===== config.mk =====
export PLATFORM = sky130hd
export DESIGN_NAME = frame_reader
export DESIGN_NICKNAME = d
export VERILOG_FILES = /design/src/hw/vis_buffer_pkg.sv /design/src/hw/frame_reader.sv
export VERILOG_INCLUDE_DIRS = /design/src /design/src/hw
export SDC_FILE = /design/constraint.sdc
export NUM_CORES = 1
export LEC_CHECK = 0
export ABC_AREA = 1
export ABC_CLOCK_PERIOD_IN_PS = 7000
export BUFFER_PORTS_ARGS = -buffer_cell sky130_fd_sc_hd__buf_2
export CAP_MARGIN = 0
export CORE_UTILIZATION = 47
export CTS_CLUSTER_SIZE = 10
export DETAILED_ROUTE_END_ITERATION = 8
export PLACE_DENSITY = 0.87
export REMOVE_ABC_BUFFERS = 1
export SYNTH_ARGS = -nofsm -noshare
export SYNTH_HDL_FRONTEND = slang
export SYNTH_SLANG_ARGS = --single-unit

===== constraint.sdc =====
create_clock -name WCLK -period 7 [get_ports WCLK]
set_clock_uncertainty 0.15 [all_clocks]
set_input_delay 0.35 -clock WCLK [delete_from_list [all_inputs] [get_ports WCLK]]
set_output_delay 0.35 -clock WCLK [all_outputs]
set_load 0.1 [all_outputs]

===== src/hw/vis_buffer_defs.svh =====
`ifndef VIS_BUFFER_DEFS_SVH
`define VIS_BUFFER_DEFS_SVH

// --------------------------------------------------
// capture buffer sizing
// --------------------------------------------------

// words per frame, legal range 1 to 128
`define VB_FRAME_WORDS 16

// ram address = {bank, word index}
`define VB_ADDR_W 8

// two banks, ping-pong
`define VB_BANKS 2

// saturating drop counter
`define VB_DROP_W 16

`endif


===== src/hw/vis_buffer_pkg.sv =====
package vis_buffer_pkg;

   // --------------------------------------------------
   // vectors with a meaning
   // --------------------------------------------------
   typedef logic [63:0] vis_word_t;   // one correlator visibility
   typedef logic [7:0]  ram_addr_t;   // {bank, index} into both rams
   typedef logic [6:0]  frame_idx_t;  // word slot inside one bank

   // --------------------------------------------------
   // bundles
   // --------------------------------------------------
   typedef struct packed {
      logic      we;                  // write strobe, both halves
      ram_addr_t addr;
      vis_word_t data;                // split lo/hi at the top
   } ram_wr_t;

   typedef struct packed {
      vis_word_t data;
      logic      last;                // final word of a frame
   } vis_out_t;

   typedef enum logic [2:0] {
      idle,                           // wait for a full bank
      fetch,                          // rd_en high
      load,                           // ram output valid, latch it
      req_high,                       // out_req up, wait ack
      req_low                         // out_req down, wait ack low
   } rd_state_e;

endpackage


===== src/hw/frame_reader.sv =====
`include "vis_buffer_defs.svh"

module frame_reader
   import vis_buffer_pkg::*;
(
   input  logic                  WCLK,
   input  logic                  rst,
   input  logic [`VB_BANKS-1:0]  bank_full,     // from writer
   output logic                  rd_en,         // ce of both rams
   output ram_addr_t             rd_addr,
   input  vis_word_t             rd_data,       // one cycle after rd_en
   output logic                  bank_release,  // one-cycle pulse
   output logic                  release_bank,
   output logic                  out_req,       // four-phase output
   input  logic                  out_ack,
   output vis_out_t              out_word
);

   // --------------------------------------------------
   // read pointer and state
   // --------------------------------------------------
   rd_state_e             state;
   logic                  rd_bank;              // bank being drained
   frame_idx_t            rd_idx;               // word within that bank
   logic [`VB_ADDR_W-1:0] rd_addr_c;
   logic                  idx_last;             // fetching final word

   assign rd_addr_c = {rd_bank, rd_idx};
   assign rd_addr   = ram_addr_t'(rd_addr_c);
   assign idx_last  = (rd_idx == frame_idx_t'(`VB_FRAME_WORDS - 1));

   assign rd_en   = (state == fetch);           // one read per word
   assign out_req = (state == req_high);

   // --------------------------------------------------
   // FSM
   // --------------------------------------------------
   always_ff @(posedge WCLK) begin
      if (rst) begin
         state        <= idle;
         rd_bank      <= 1'b0;
         rd_idx       <= '0;
         bank_release <= 1'b0;
         release_bank <= 1'b0;
      end else begin
         bank_release <= 1'b0;                  // default, pulse only
         case (state)
            idle: begin
               if (bank_full[rd_bank]) begin
                  state <= fetch;               // frame ready
               end
            end
            fetch: begin
               state <= load;                   // ram registers the word
            end
            load: begin
               state <= req_high;               // hold reg filled here
            end
            req_high: begin
               if (out_ack) begin
                  state <= req_low;             // consumer took it
               end
            end
            req_low: begin
               if (!out_ack) begin              // handshake closed
                  if (out_word.last) begin
                     bank_release <= 1'b1;
                     release_bank <= rd_bank;
                     rd_bank      <= ~rd_bank;  // other bank next
                     rd_idx       <= '0;
                     state        <= idle;
                  end else begin
                     rd_idx <= rd_idx + 1'b1;
                     state  <= fetch;
                  end
               end
            end
            default: begin
               state <= idle;
            end
         endcase
      end
   end

   // --------------------------------------------------
   // output hold register
   // --------------------------------------------------
   // loaded only in load, where req and ack are both low
   always_ff @(posedge WCLK) begin
      if (state == load) begin
         out_word.data <= rd_data;
         out_word.last <= idx_last;             // frame boundary tag
      end
   end

endmodule


=== After elaboration in Yosys (flattened, before gate mapping) ===
Index checks and enable logic that the tools add are counted.

* Flip-flop bits (word level): 78
* Input bits: 69
* Output and inout port bits: 77
* Logic and storage cells: 34

* Add/sub/neg operators: 1
* Magnitude comparators: 1
* Equality and inequality tests: 8
* Muxes and demuxes: 9
* Bitwise operators: 3
* Reduce and logical (&&, ||, !) cells: 5

{| class="wikitable"
|+ Operator list
! cell !! count
|-
| $pmux W3 S5 || 1
|-
| $mux W3 || 3
|-
| $add A7 B1 Y7 const B || 1
|-
| $eq A7 B4 Y1 const B || 1
|-
| $mux W7 || 1
|-
| $eq A3 B2 Y1 const B || 2
|-
| $reduce_and A3 Y1 || 2
|-
| $mux W1 || 4
|-
| $ne A2 B2 Y1 const B || 2
|-
| $eq A3 B1 Y1 const B || 1
|-
| $eq A3 B3 Y1 const B || 1
|-
| $logic_not A3 Y1 || 1
|-
| $not A1 Y1 || 3
|-
| $reduce_or A3 Y1 || 1
|-
| $lt A1 B2 Y1 const B || 1
|-
| $ne A2 B1 Y1 const B || 1
|-
| $reduce_and A2 Y1 || 1
|}

=== Logic depth before layout (Yosys ltp) ===
* Depth in word-level cells: 4
* Depth in mapped cells: 8
* Gate-level depth less buffers: 8

=== Worst setup path after synthesis ===
OpenSTA, ideal clock, no wires.

* Path type: register to register
* Start: register state[2]
* End: register state[1]
* Library setup time: 0.074 ns
* Data arrival time: 2.787 ns
* Data required time: 6.776 ns
* Setup slack: 3.989 ns
* Cell stages (with the launch flop): 4
* Path buffers: 0
* Period minus slack after synthesis: 3.011 ns
* Cell sequence: dfxtp_1 nor3_1 nor3_1 nor2_1

* Elaborated cells between the ends (all ways): 10
* Those cells by class: eq/ne (7); mux (1); reduce/logical (2)

{| class="wikitable"
|+ RTL lines
! what !! RTL line !! RTL
|-
| from (decl) || frame_reader.sv:22 || <nowiki>rd_state_e state;</nowiki>
|-
| from (signal assigned) || frame_reader.sv:40 || <nowiki>state <= idle;</nowiki>
|-
| from (signal assigned) || frame_reader.sv:50 || <nowiki>state <= fetch;</nowiki>
|-
| from (signal assigned) || frame_reader.sv:54 || <nowiki>state <= load;</nowiki>
|-
| $eq A3 B1 Y1 || n/a ||
|-
| net rd_en || frame_reader.sv:9 || <nowiki>output logic rd_en,</nowiki>
|-
| $pmux W3 S5 || frame_reader.sv:47 || <nowiki>case (state)</nowiki>
|}

The timed path passes the listed nets, and every way through them passes these cells.
A chain may end at the register's enable or synchronous reset.

=== Worst setup path after layout ===
* Start: register state[2]
* End: register out_word[31] in the netlist's numbering, enable pin

* Word-level cells in the longest chain between the ends: 1

{| class="wikitable"
|+ RTL lines
! what !! RTL line !! RTL
|-
| $eq A3 B2 Y1 || frame_reader.sv:90 || <nowiki>if (state == load) begin</nowiki>
|-
| to (decl) || frame_reader.sv:16 || <nowiki>output vis_out_t out_word</nowiki>
|}

No other way between the ends.

==> impl_metrics.yaml <==
synth:
  synth_warnings: 0
  async_flop_share: 0
  synth_edf_count: 65
  syn_inst: 162
  synth-main-ff-cell: "edfxtp_1"
  seq_area_frac_synth: 0.842
  yosys-top-cells-area: "edfxtp_1, dfxtp_1, nand2_1"
  synth_top_area_frac: 0.743
  synth_top_area_cell: "edfxtp_1"
  syn_avg_cell_area_um2: 16.2
  synth_common_cells: "edfxtp_1, nand2_1, inv_1"
  synth-seq-cells: 78
  synth_area_um2: 2630
  synth.distinct_cells: 23
  synth.most_common_cell: "edfxtp_1"
route:
  routed_via_density: 4.64
  postRouteAntennaNets: 0
  drc: 0
  routed_wl_mm: 5.23
  drt_iter0_drc: 45
  wl_per_cell_um: 13.3
  dr.pass1.iters: 4
  route.vias.total: 1822
grt:
  antenna_found_initial: 1
  grt_pass1_vias: 1685
  grt_pass1_wl_mm: 7.85
  grt_max_degree: 36
  track_usage: 0.182
  overflow: 0
cts:
  cts_sinks: 78
  root_buffer: "clkbuf_8"
  ctsHoldBuffers: 0
  cts_tree: "done"
  cts-resized-gates: 0
  cts.reportedPaths.clkPinSlew_ns: 0.07
  clk-insertion-delay-late_ns: 0.34
  cts_buffers: 9
  htreeDepth: 3
  cts_setup_buffers: 0
  cts_buffer_depth: 2
floorplan:
  fp.dieH_um: 76.8
  rows: 26
  core_area_um2: 5240
  die-area_um2: 5890
  die_x_um: 76.8
  ios: 146
  start_util: 0.502
critical_path:
  crit_path_max_incr_delay_ns: 0.50
  critPathCaptureType: "flop"
  critPathMaxFanout: 35
  worstPathCellList: "inv_1, nand3_1, inv_2, buf_4"
  worstPathArrival_ns: 1.93
  setup.worst_path.start: "state[2]"
  startpoint_type: "flop"
  cp.required_ns: 6.84
  reg2reg_from: "state[2]"
  rr_worst_depth: 4
  cp_slowest_cell: "buf_4"
  critical_path_class: "reg2reg"
run:
  cap_violations: 0
pwr:
  p_comb_frac: 0.478
  p_per_area_nw_per_um2: 496
  finalPower_mw: 1.78
  power.share.switching: 0.526
  power.share.clock: 0.152
  p_int_uw: 845
  power.leakage_nw: 1.59
  power_switching_uw: 938
  seqPwrFrac: 0.370
  vdd_drop_max_v: 0.000253
placed_design:
  post-dp-hpwl_mm: 3.82
  portBuffers: 145
  gp_congestion: 0.760
  place_inst: 377
sta:
  period_needed_ns: 2.09
  timing.fmax_mhz: 478
  holdWs_ns: 0.0305
  finalHoldViolations: 0
  setup_viol: 0
  fin_crit_sh: 0.299
  setup_tns_ns: 0
  tightest_slew_ns: 0.650
  slew_headroom: 0.566
  slew_violations: 0
  grt_setup_unrepaired: "false"
final_layout:
  area_delta_synth_final_pct: 36.9
  multi_input_area_um2: 344
  n_fill_cell: 403
  n_antenna_cell: 0
  nets: 388
  layout-drive-gt1-share: 0.539
  seqCellArea_um2: 2210
  instances_no_fill: 393
min_path:
  hp-class: "in2reg"
  holdPathStages: 1
  hp-start: "rd_data[40]"
outcome:
  status: "complete, no violations"
[placed cells by master, fill, tap and decap left out, drive strengths merged]
cell / count
buf: 146
edfxtp: 65
nand2: 31
inv: 17
nor2: 16
dfxtp: 13
clkbuf: 10
a21oi: 6
clkinv: 5
nor3: 3
nand3: 3
o21ai: 2
or2: 1
nor4: 1
o22ai: 1
nand4: 1
ha: 1
clkinvlp: 1
[layout make-up]
cell class / instances / area share
Clock buffer: 10 / 0.0355
Clock inverter: 6 / 0.00800
Inverter: 17 / 0.0177
Multi-Input combinational cell: 66 / 0.0957
Sequential cell: 78 / 0.615
Tap cell: 70 / 0.0243
Timing Repair Buffer: 146 / 0.204
[cell families after synthesis]
kind of cell | Yosys count | synth area share
compound gates | 9 | 0.0190
fa+ha+maj | 1 | 0.00476
buf+inv | 18 | 0.0271
flops | 78 | 0.842
simple gates | 56 | 0.107
[final timing paths]
kind / end / slack (ns)
max: out_word[31] / 4.91
min: out_word[41] / 0.03
max reg2reg: out_word[31] / 4.91
min reg2reg: release_bank / 0.30
[metal layers]
layer / part of all wire / vias to the layer above / global-route usage
met5: 0.0023 / - / 0
li1: - / 876 / -
met4: 0.025 / 2 / 0.106
met2: 0.49 / 122 / 0.304
met1: 0.39 / 804 / 0.202
met3: 0.094 / 18 / 0.0631
[power groups by stage]
| stage | combinational, mW | clock (mW) | sequential, mW |
|---|---|---|---|
| 2_1_floorplan | 0.128 | 0 | 1.27 |
| 3_3_place_gp | 0.844 | 0 | 0.665 |
| 3_5_place_dp | 0.853 | 0 | 0.669 |
| 4_1_cts | 0.856 | 0.278 | 0.660 |
| 5_1_grt | 0.877 | 0.292 | 0.669 |
| 6_report | 0.853 | 0.271 | 0.660 |
[sequential cells by signal (all words and copies together) (netlist names)]
register      count
release_bank      1
out_word         65
state             3
bank_release      1
rd_bank           1
rd_idx            7
[through the flow]
stage | setup WS, ns | cell area (um2) | util
finish | 4.91 | 3600 | 0.687
global route | 4.77 | 3600 | 0.687
CTS | 4.92 | 3600 | 0.687
detailed placement | 4.94 | 3440 | 0.657
global placement | 5.00 | 3440 | 0.657
floorplan | 3.99 | 2620 | -
[worst max-delay path, delay by kind of cell (launching register included)]
kind	cells	cell delay [ns]
buf+inv	3	1.11
flops	1	0.38
simple gates	1	0.08
No activity file was read; power rests on OpenSTA's default activity.
