`config.mk`:
```
export PLATFORM = sky130hd
export DESIGN_NAME = capture_writer
export DESIGN_NICKNAME = d
export VERILOG_FILES = /design/src/hw/vis_buffer_pkg.sv /design/src/hw/capture_writer.sv
export VERILOG_INCLUDE_DIRS = /design/src /design/src/hw
export SDC_FILE = /design/constraint.sdc
export NUM_CORES = 1
export LEC_CHECK = 0
export BUFFER_PORTS_ARGS = -buffer_cell sky130_fd_sc_hd__buf_4
export CAP_MARGIN = 0
export CORE_MARGIN = 1
export CORE_UTILIZATION = 34
export DETAILED_ROUTE_END_ITERATION = 10
export PLACE_DENSITY_LB_ADDON = 0.2
export REMOVE_ABC_BUFFERS = 1
export SYNTH_ARGS = -nofsm -noshare
export SYNTH_HDL_FRONTEND = slang
export SYNTH_SLANG_ARGS = --single-unit
```
`constraint.sdc`:
```
create_clock -name WCLK -period 1.75 [get_ports WCLK]
set_input_delay 0.175 -clock WCLK [delete_from_list [all_inputs] [get_ports WCLK]]
set_output_delay 0.175 -clock WCLK [all_outputs]
set_load 0.05 [all_outputs]
```
`src/hw/vis_buffer_defs.svh`:
```
`ifndef VIS_BUFFER_DEFS_SVH
`define VIS_BUFFER_DEFS_SVH

// --------------------------------------------------
// capture buffer sizing
// --------------------------------------------------

// words per frame, legal range 1 to 128
`define VB_FRAME_WORDS 16

// ram address = {bank, word index}
`define VB_ADDR_W 8

// two banks, ping-pong
`define VB_BANKS 2

// saturating drop counter
`define VB_DROP_W 16

`endif

```
`src/hw/vis_buffer_pkg.sv`:
```
package vis_buffer_pkg;

   // --------------------------------------------------
   // vectors with a meaning
   // --------------------------------------------------
   typedef logic [63:0] vis_word_t;   // one correlator visibility
   typedef logic [7:0]  ram_addr_t;   // {bank, index} into both rams
   typedef logic [6:0]  frame_idx_t;  // word slot inside one bank

   // --------------------------------------------------
   // bundles
   // --------------------------------------------------
   typedef struct packed {
      logic      we;                  // write strobe, both halves
      ram_addr_t addr;
      vis_word_t data;                // split lo/hi at the top
   } ram_wr_t;

   typedef struct packed {
      vis_word_t data;
      logic      last;                // final word of a frame
   } vis_out_t;

   typedef enum logic [2:0] {
      idle,                           // wait for a full bank
      fetch,                          // rd_en high
      load,                           // ram output valid, latch it
      req_high,                       // out_req up, wait ack
      req_low                         // out_req down, wait ack low
   } rd_state_e;

endpackage

```
`src/hw/capture_writer.sv`:
```
`include "vis_buffer_defs.svh"

module capture_writer
   import vis_buffer_pkg::*;
(
   input  logic                   WCLK,
   input  logic                   rst,
   input  logic                   sample_valid,  // no back-pressure
   input  vis_word_t              sample_data,
   output ram_wr_t                ram_wr,        // to both ram halves
   output logic [`VB_BANKS-1:0]   bank_full,     // owned here
   input  logic                   bank_release,  // pulse from reader
   input  logic                   release_bank,  // which bank to free
   output logic [`VB_DROP_W-1:0]  drop_count
);

   // --------------------------------------------------
   // write pointer
   // --------------------------------------------------
   logic                 wr_bank;                // bank being filled
   frame_idx_t           wr_idx;                 // next slot in that bank
   logic [`VB_ADDR_W-1:0] wr_addr;
   logic                 accept;                 // sample goes to ram
   logic                 drop;                   // sample lost, bank busy
   logic                 frame_end;              // last slot of the frame

   assign wr_addr   = {wr_bank, wr_idx};
   assign accept    = sample_valid & ~bank_full[wr_bank];
   assign drop      = sample_valid & bank_full[wr_bank];
   assign frame_end = (wr_idx == frame_idx_t'(`VB_FRAME_WORDS - 1));

   // write lands on the same edge that samples it
   assign ram_wr.we   = accept;
   assign ram_wr.addr = ram_addr_t'(wr_addr);
   assign ram_wr.data = sample_data;

   // --------------------------------------------------
   // bank flags and pointer update
   // --------------------------------------------------
   always_ff @(posedge WCLK) begin
      if (rst) begin
         wr_bank   <= 1'b0;
         wr_idx    <= '0;
         bank_full <= '0;
      end else begin
         if (bank_release) begin
            bank_full[release_bank] <= 1'b0;     // reader done with it
         end
         if (accept) begin
            if (frame_end) begin
               bank_full[wr_bank] <= 1'b1;       // whole frame stored
               wr_bank            <= ~wr_bank;   // ping-pong
               wr_idx             <= '0;
            end else begin
               wr_idx <= wr_idx + 1'b1;
            end
         end
      end
   end

   // --------------------------------------------------
   // drop counter
   // --------------------------------------------------
   // a full target bank drops the sample, the pointer does not move,
   // so a bank only ever holds complete frames
   always_ff @(posedge WCLK) begin
      if (rst) begin
         drop_count <= '0;
      end else if (drop && (drop_count != {`VB_DROP_W{1'b1}})) begin
         drop_count <= drop_count + 1'b1;        // saturates at all ones
      end
   end

endmodule

```
; ---- After elaboration in Yosys (flattened, before gate mapping)
; Index checks and enable logic that the tools add are counted.
[op_classes]
addsub = 2
order_cmp = 4
n_eq_ne = 2
mux = 11
bitwise_logic = 7
reduce_logical = 4
[ops]
columns = op, count
row1 = 16-bit by 1-bit adder with 16-bit output (second input constant), 1
row2 = 16-bit inequality test (second input constant), 1
row3 = 2-bit 2-to-1 mux, 4
row4 = 7-bit by 1-bit adder with 7-bit output (second input constant), 1
row5 = 7-bit by 4-bit equality test with 1-bit output (second input constant), 1
row6 = 7-bit 2-to-1 mux, 1
row7 = 1-bit by 2-bit < comparator with 1-bit output (second input constant), 2
row8 = 1-bit 2-to-1 mux, 4
row9 = 1-bit logical AND, 3
row10 = 1-bit AND, 2
row11 = 2-bit AND, 1
row12 = 1-bit demux with 1-bit select, 2
row13 = 1-bit >= comparator (second input constant), 2
row14 = 1-bit NOT, 2
row15 = 2-bit NOT, 1
row16 = 2-bit bitwise OR, 1
row17 = 2-bit AND reduction, 1
[totals]
ff_bits = 26
inputBits = 69
output_inout_bits = 91
elab_cells = 34

; ---- Logic depth before layout (Yosys ltp)
[logic_depth]
depth_word = 11
ltp_mapped = 6
mapped_depth_nobuf = 5

; ---- Worst setup path before layout
; No wires, ideal clock.
[synth_timing]
path_kind = reg2reg
start = reg drop_count[4]
end = reg drop_count[14]
setup_time_ns = 0.070
arrival_time_ns = 2.120
t_required_ns = 1.680
slack_ns = -0.440
stages_incl_launch_ff = 6
path_buffers = 1
synth_period_minus_slack_ns = 2.190
cell_sequence = dfxtp_1 -> nand4_1 -> or4b_1 -> clkbuf_1 -> or4_1 -> a21oi_1
[synth_between]
elab_chain_len = 2
word_cells_on_any_way = 3
classes_between = add/sub (1) / eq/ne (1) / reduce/logical (1)
[synth_lines]
columns = item, line
row1 = from (decl), capture_writer.sv:14  ; output logic [`VB_DROP_W-1:0] drop_count
row2 = from (signal assigned), capture_writer.sv:70  ; drop_count <= drop_count + 1'b1;
row3 = "parallel branches: the longest is 2 deep, another holds 16-bit by 1-bit adder with 16-bit output", -
; Parallel ways; which one is timed is not known.
; A chain may end at the register's enable or synchronous reset.

; ---- Worst setup path in the final report
[layout_timing]
start = reg wr_bank
end = reg drop_count[7]
[layout_between]
elab_chain_len = 4
[layout_lines]
columns = item, line
row1 = from (decl), capture_writer.sv:20  ; logic wr_bank;
row2 = from (signal assigned), capture_writer.sv:52  ; wr_bank <= ~wr_bank;
row3 = 1-bit 2-to-1 mux (implied by the code) (2 in series), capture_writer.sv:29  ; assign drop = sample_valid & bank_full[wr_bank];
row4 = 1-bit AND, capture_writer.sv:29
row5 = 1-bit logical AND, capture_writer.sv:69  ; end else if (drop && (drop_count != {`VB_DROP_W{1'b1}})) begin
; Every way passes these cells. The select of a mux whose other input is x is not followed.

==> summary.txt <==
Detailed routing
  • DR vias/cell: 5.70
  • DRC errors left: 0
  • Via Count: 1,521
  • 1st-iter DRT viols: 74
  • Drt first pass iters: 4
  • Post-route ant nets: 0
  • Routed WL: 8.77 mm
  • Routed len/inst: 32.9 um

Setup path
  • Critical Path RT: 1.95 ns
  • Crit-path max FO: 7
  • CP Class: flip-flop to flip-flop
  • Setup crit start kind: flip-flop
  • Data arrival time of the worst path: 2.00 ns
  • Crit end category: flip-flop

Final layout
  • FF/Latch Area: 527 um2
  • Share of cells above drive strength 1: 0.385
  • Ant diodes: 0
  • P&R area growth vs syn: 5.33%
  • Area of the multi-input gates: 748 um2
  • Most frequent cells in the layout: buf_4, dfxtp_1, a21oi_1, nor2_1, nand2_1
  • Fillers: 525
  • NumNets Final: 272
  • Commonest non-fill, non-tap cell in the layout: buf_4
  • Final Non-Filler Cells: 267

Power and ir drop
  • Leak: 0.708 nW
  • Int Pwr: 0.923 mW
  • Max VDD drop: 290 uV
  • Logic pwr share: 0.057
  • Sequential Power Share: 0.508
  • Switching Power: 0.258 mW
  • Pwr dens: 637 nW/um2
  • Clk network pwr share: 0.435
  • Power, Total: 1.18 mW
  • Sw frac: 0.218

Yosys
  • Syn_area_per_cell: 8.19 um2
  • Netlist Area Pre-Place: 1760 um2
  • Asr flop ratio synth: 0
  • Synth warnings: 0
  • Flops & latches, synth: 26
  • Unique masters post-synth: 33
  • Number of synthesized flops with an enable pin: 0
  • Syn Inst Count: 215
  • Post-synthesis sequential area ratio: 0.296
  • Post-synth top flop: dfxtp_1

Flow run
  • Max-cap viol count: 0

Floorplanning
  • Die H: 74.0 um
  • Number of cell rows: 25
  • IO Count: 160
  • Full die area: 5470 um2
  • DIE WIDTH: 74.0 um
  • Initial Util: 0.363
  • CORE AREA: 4850 um2

Placed design
  • Placed Cells incl. Taps: 263
  • Number of I/O port buffers: 31
  • DP HPWL: 7.70 mm
  • RePlAce Congestion: 0.951
  • Pre-CTS setup slack: -0.161 ns

Global route
  • Largest net degree at the start of global routing: 23
  • Total Routing Usage GR: 0.319
  • Vias in the first global route: 1,398
  • Initial antenna violation count: 0
  • Grt ovf: 0
  • First-pass GRT wire length: 11.2 mm

Clocking
  • CTS tree: yes
  • Number of setup buffers added after CTS: 0
  • Worst-path clk slew: 0.10 ns
  • Total CTS buffers: 3
  • Clk buf depth: 2
  • Clock Tree Root: clkbuf_8
  • Clock latency at the later pin of the worst-skew pair: 0.27 ns
  • Clock sink total: 26
  • Htree depth: 1

Timing
  • Hold WS: 0.226 ns
  • Fin crit period: 1.79 ns
  • F_max: 557 MHz
  • Total negative slack: -0.0445 ns
  • Number of setup violations in the final report: 1
  • Final period util: 1.03
  • Slew Limit Headroom: 0.726
  • Slack of the critical path: -0.0445 ns
  • Worst clock skew: 0.00355 ns
  • Max-slew violation count: 0
  • Slew @ Worst Pin: 0.409 ns
  • Unrepaired setup endpoints after global routing: yes
  • Final hold vios: 0

Run status
  • Failing checks: setup timing
  • Status: finished with violations

Hold path
  • Min-Delay Path Class: input port to flip-flop
==> area by class of cell <==
| cell class | count | share of cell area |
|---|---|---|
| sequential | 26 | 0.284 |
| clock buffer | 3 | 0.0223 |
| inverter | 5 | 0.0101 |
| multi-input combinational | 111 | 0.404 |
| clock inverter | 1 | 0.0162 |
| timing repair buffer | 54 | 0.219 |
| tap | 67 | 0.0452 |
==> path summary, 6_finish.rpt <==
| kind | from | endpoint | slack, ns | cells past startpoint |
|---|---|---|---|---|
| max | wr_bank$_SDFFE_PP0P_ | drop_count[7]$_SDFFE_PP0P_ | -0.04 | 5 |
| min | release_bank | bank_full[1]$_SDFF_PP0_ | 0.23 | 4 |
| max reg2reg | wr_bank$_SDFFE_PP0P_ | drop_count[7]$_SDFFE_PP0P_ | -0.04 | 5 |
| min reg2reg | wr_idx[1]$_SDFFE_PP0P_ | wr_idx[1]$_SDFFE_PP0P_ | 0.50 | 2 |
==> synthesized netlist by cell type, drive strengths merged, types with 2 or more instances <==
library cell,count,area (um2)
buf,69,510
dfxtp,26,521
a21oi,13,65.1
nor2,12,45.0
nand2,11,41.3
nand3,9,45.0
nand4,8,50.1
or4,7,52.6
xor2,6,52.6
inv,5,18.8
o21ai,5,25.0
o31ai,5,37.5
clkbuf,4,15.0
o41ai,4,35.0
or3,4,25.0
nor3,3,15.0
a2bb2oi,2,17.5
and2,2,12.5
and3,2,12.5
ha,2,25.0
nand2b,2,12.5
o311ai,2,17.5
or3b,2,17.5
or4b,2,20.0
==> worst max-delay path, stage by stage, from the launching register on <==
cell and delay (ns):
dfxtp_2 0.34, mux2i_2 0.17, or4_4 0.54, buf_4 0.18, or3_1 0.33, a21oi_1 0.15
==> per-stage QoR <==
stage           util  instance area, um2
2_1_floorplan      -                1230
3_3_place_gp   0.356                1720
3_5_place_dp   0.356                1720
4_1_cts        0.374                1820
5_1_grt        0.382                1850
6_report       0.382                1850
==> power by group through the flow <==
| stage | Combinational [mW] | Sequential [mW] | Clock [mW] |
|---|---|---|---|
| final | 0.0674 | 0.601 | 0.513 |
| after global routing | 0.0727 | 0.602 | 0.547 |
| after CTS | 0.0676 | 0.601 | 0.522 |
| after detailed placement | 0.0669 | 0.615 | 0 |
| after global placement | 0.0659 | 0.614 | 0 |
| after floorplan | 0.0175 | 0.630 | 0 |
==> flip-flops by register name, indices dropped and copies added (netlist names) <==
signal      flops
bank_full       2
wr_idx          7
wr_bank         1
drop_count     16
==> what timing repair did <==
item                       in CTS  in global routing
pin swaps                       6                  2
hold buffers                    0                  0
resized for setup               6                 12
setup endpoints to repair       7                 13
==> cell families (layout without fill, tap and decap cells) <==
| logic type | Yosys count | count (layout) | synth area share |
|---|---|---|---|
| AO/OA/AOI/OAI | 35 | 35 | 0.131 |
| XOR/XNOR | 7 | 7 | 0.0348 |
| adder cells (fa/ha/maj) | 2 | 2 | 0.0142 |
| buffers and inverters | 78 | 63 | 0.309 |
| flip-flops | 26 | 26 | 0.296 |
| multiplexers | 1 | 1 | 0.00569 |
| AND/OR/NAND/NOR | 66 | 66 | 0.209 |
==> per-layer routing <==
layer  global-route usage  share of wire
met2                0.494           0.44
met4                0.218          0.070
met3                0.383           0.27
met5                0.130              0
met1                0.193           0.22
No activity file was read; power rests on OpenSTA's default activity.
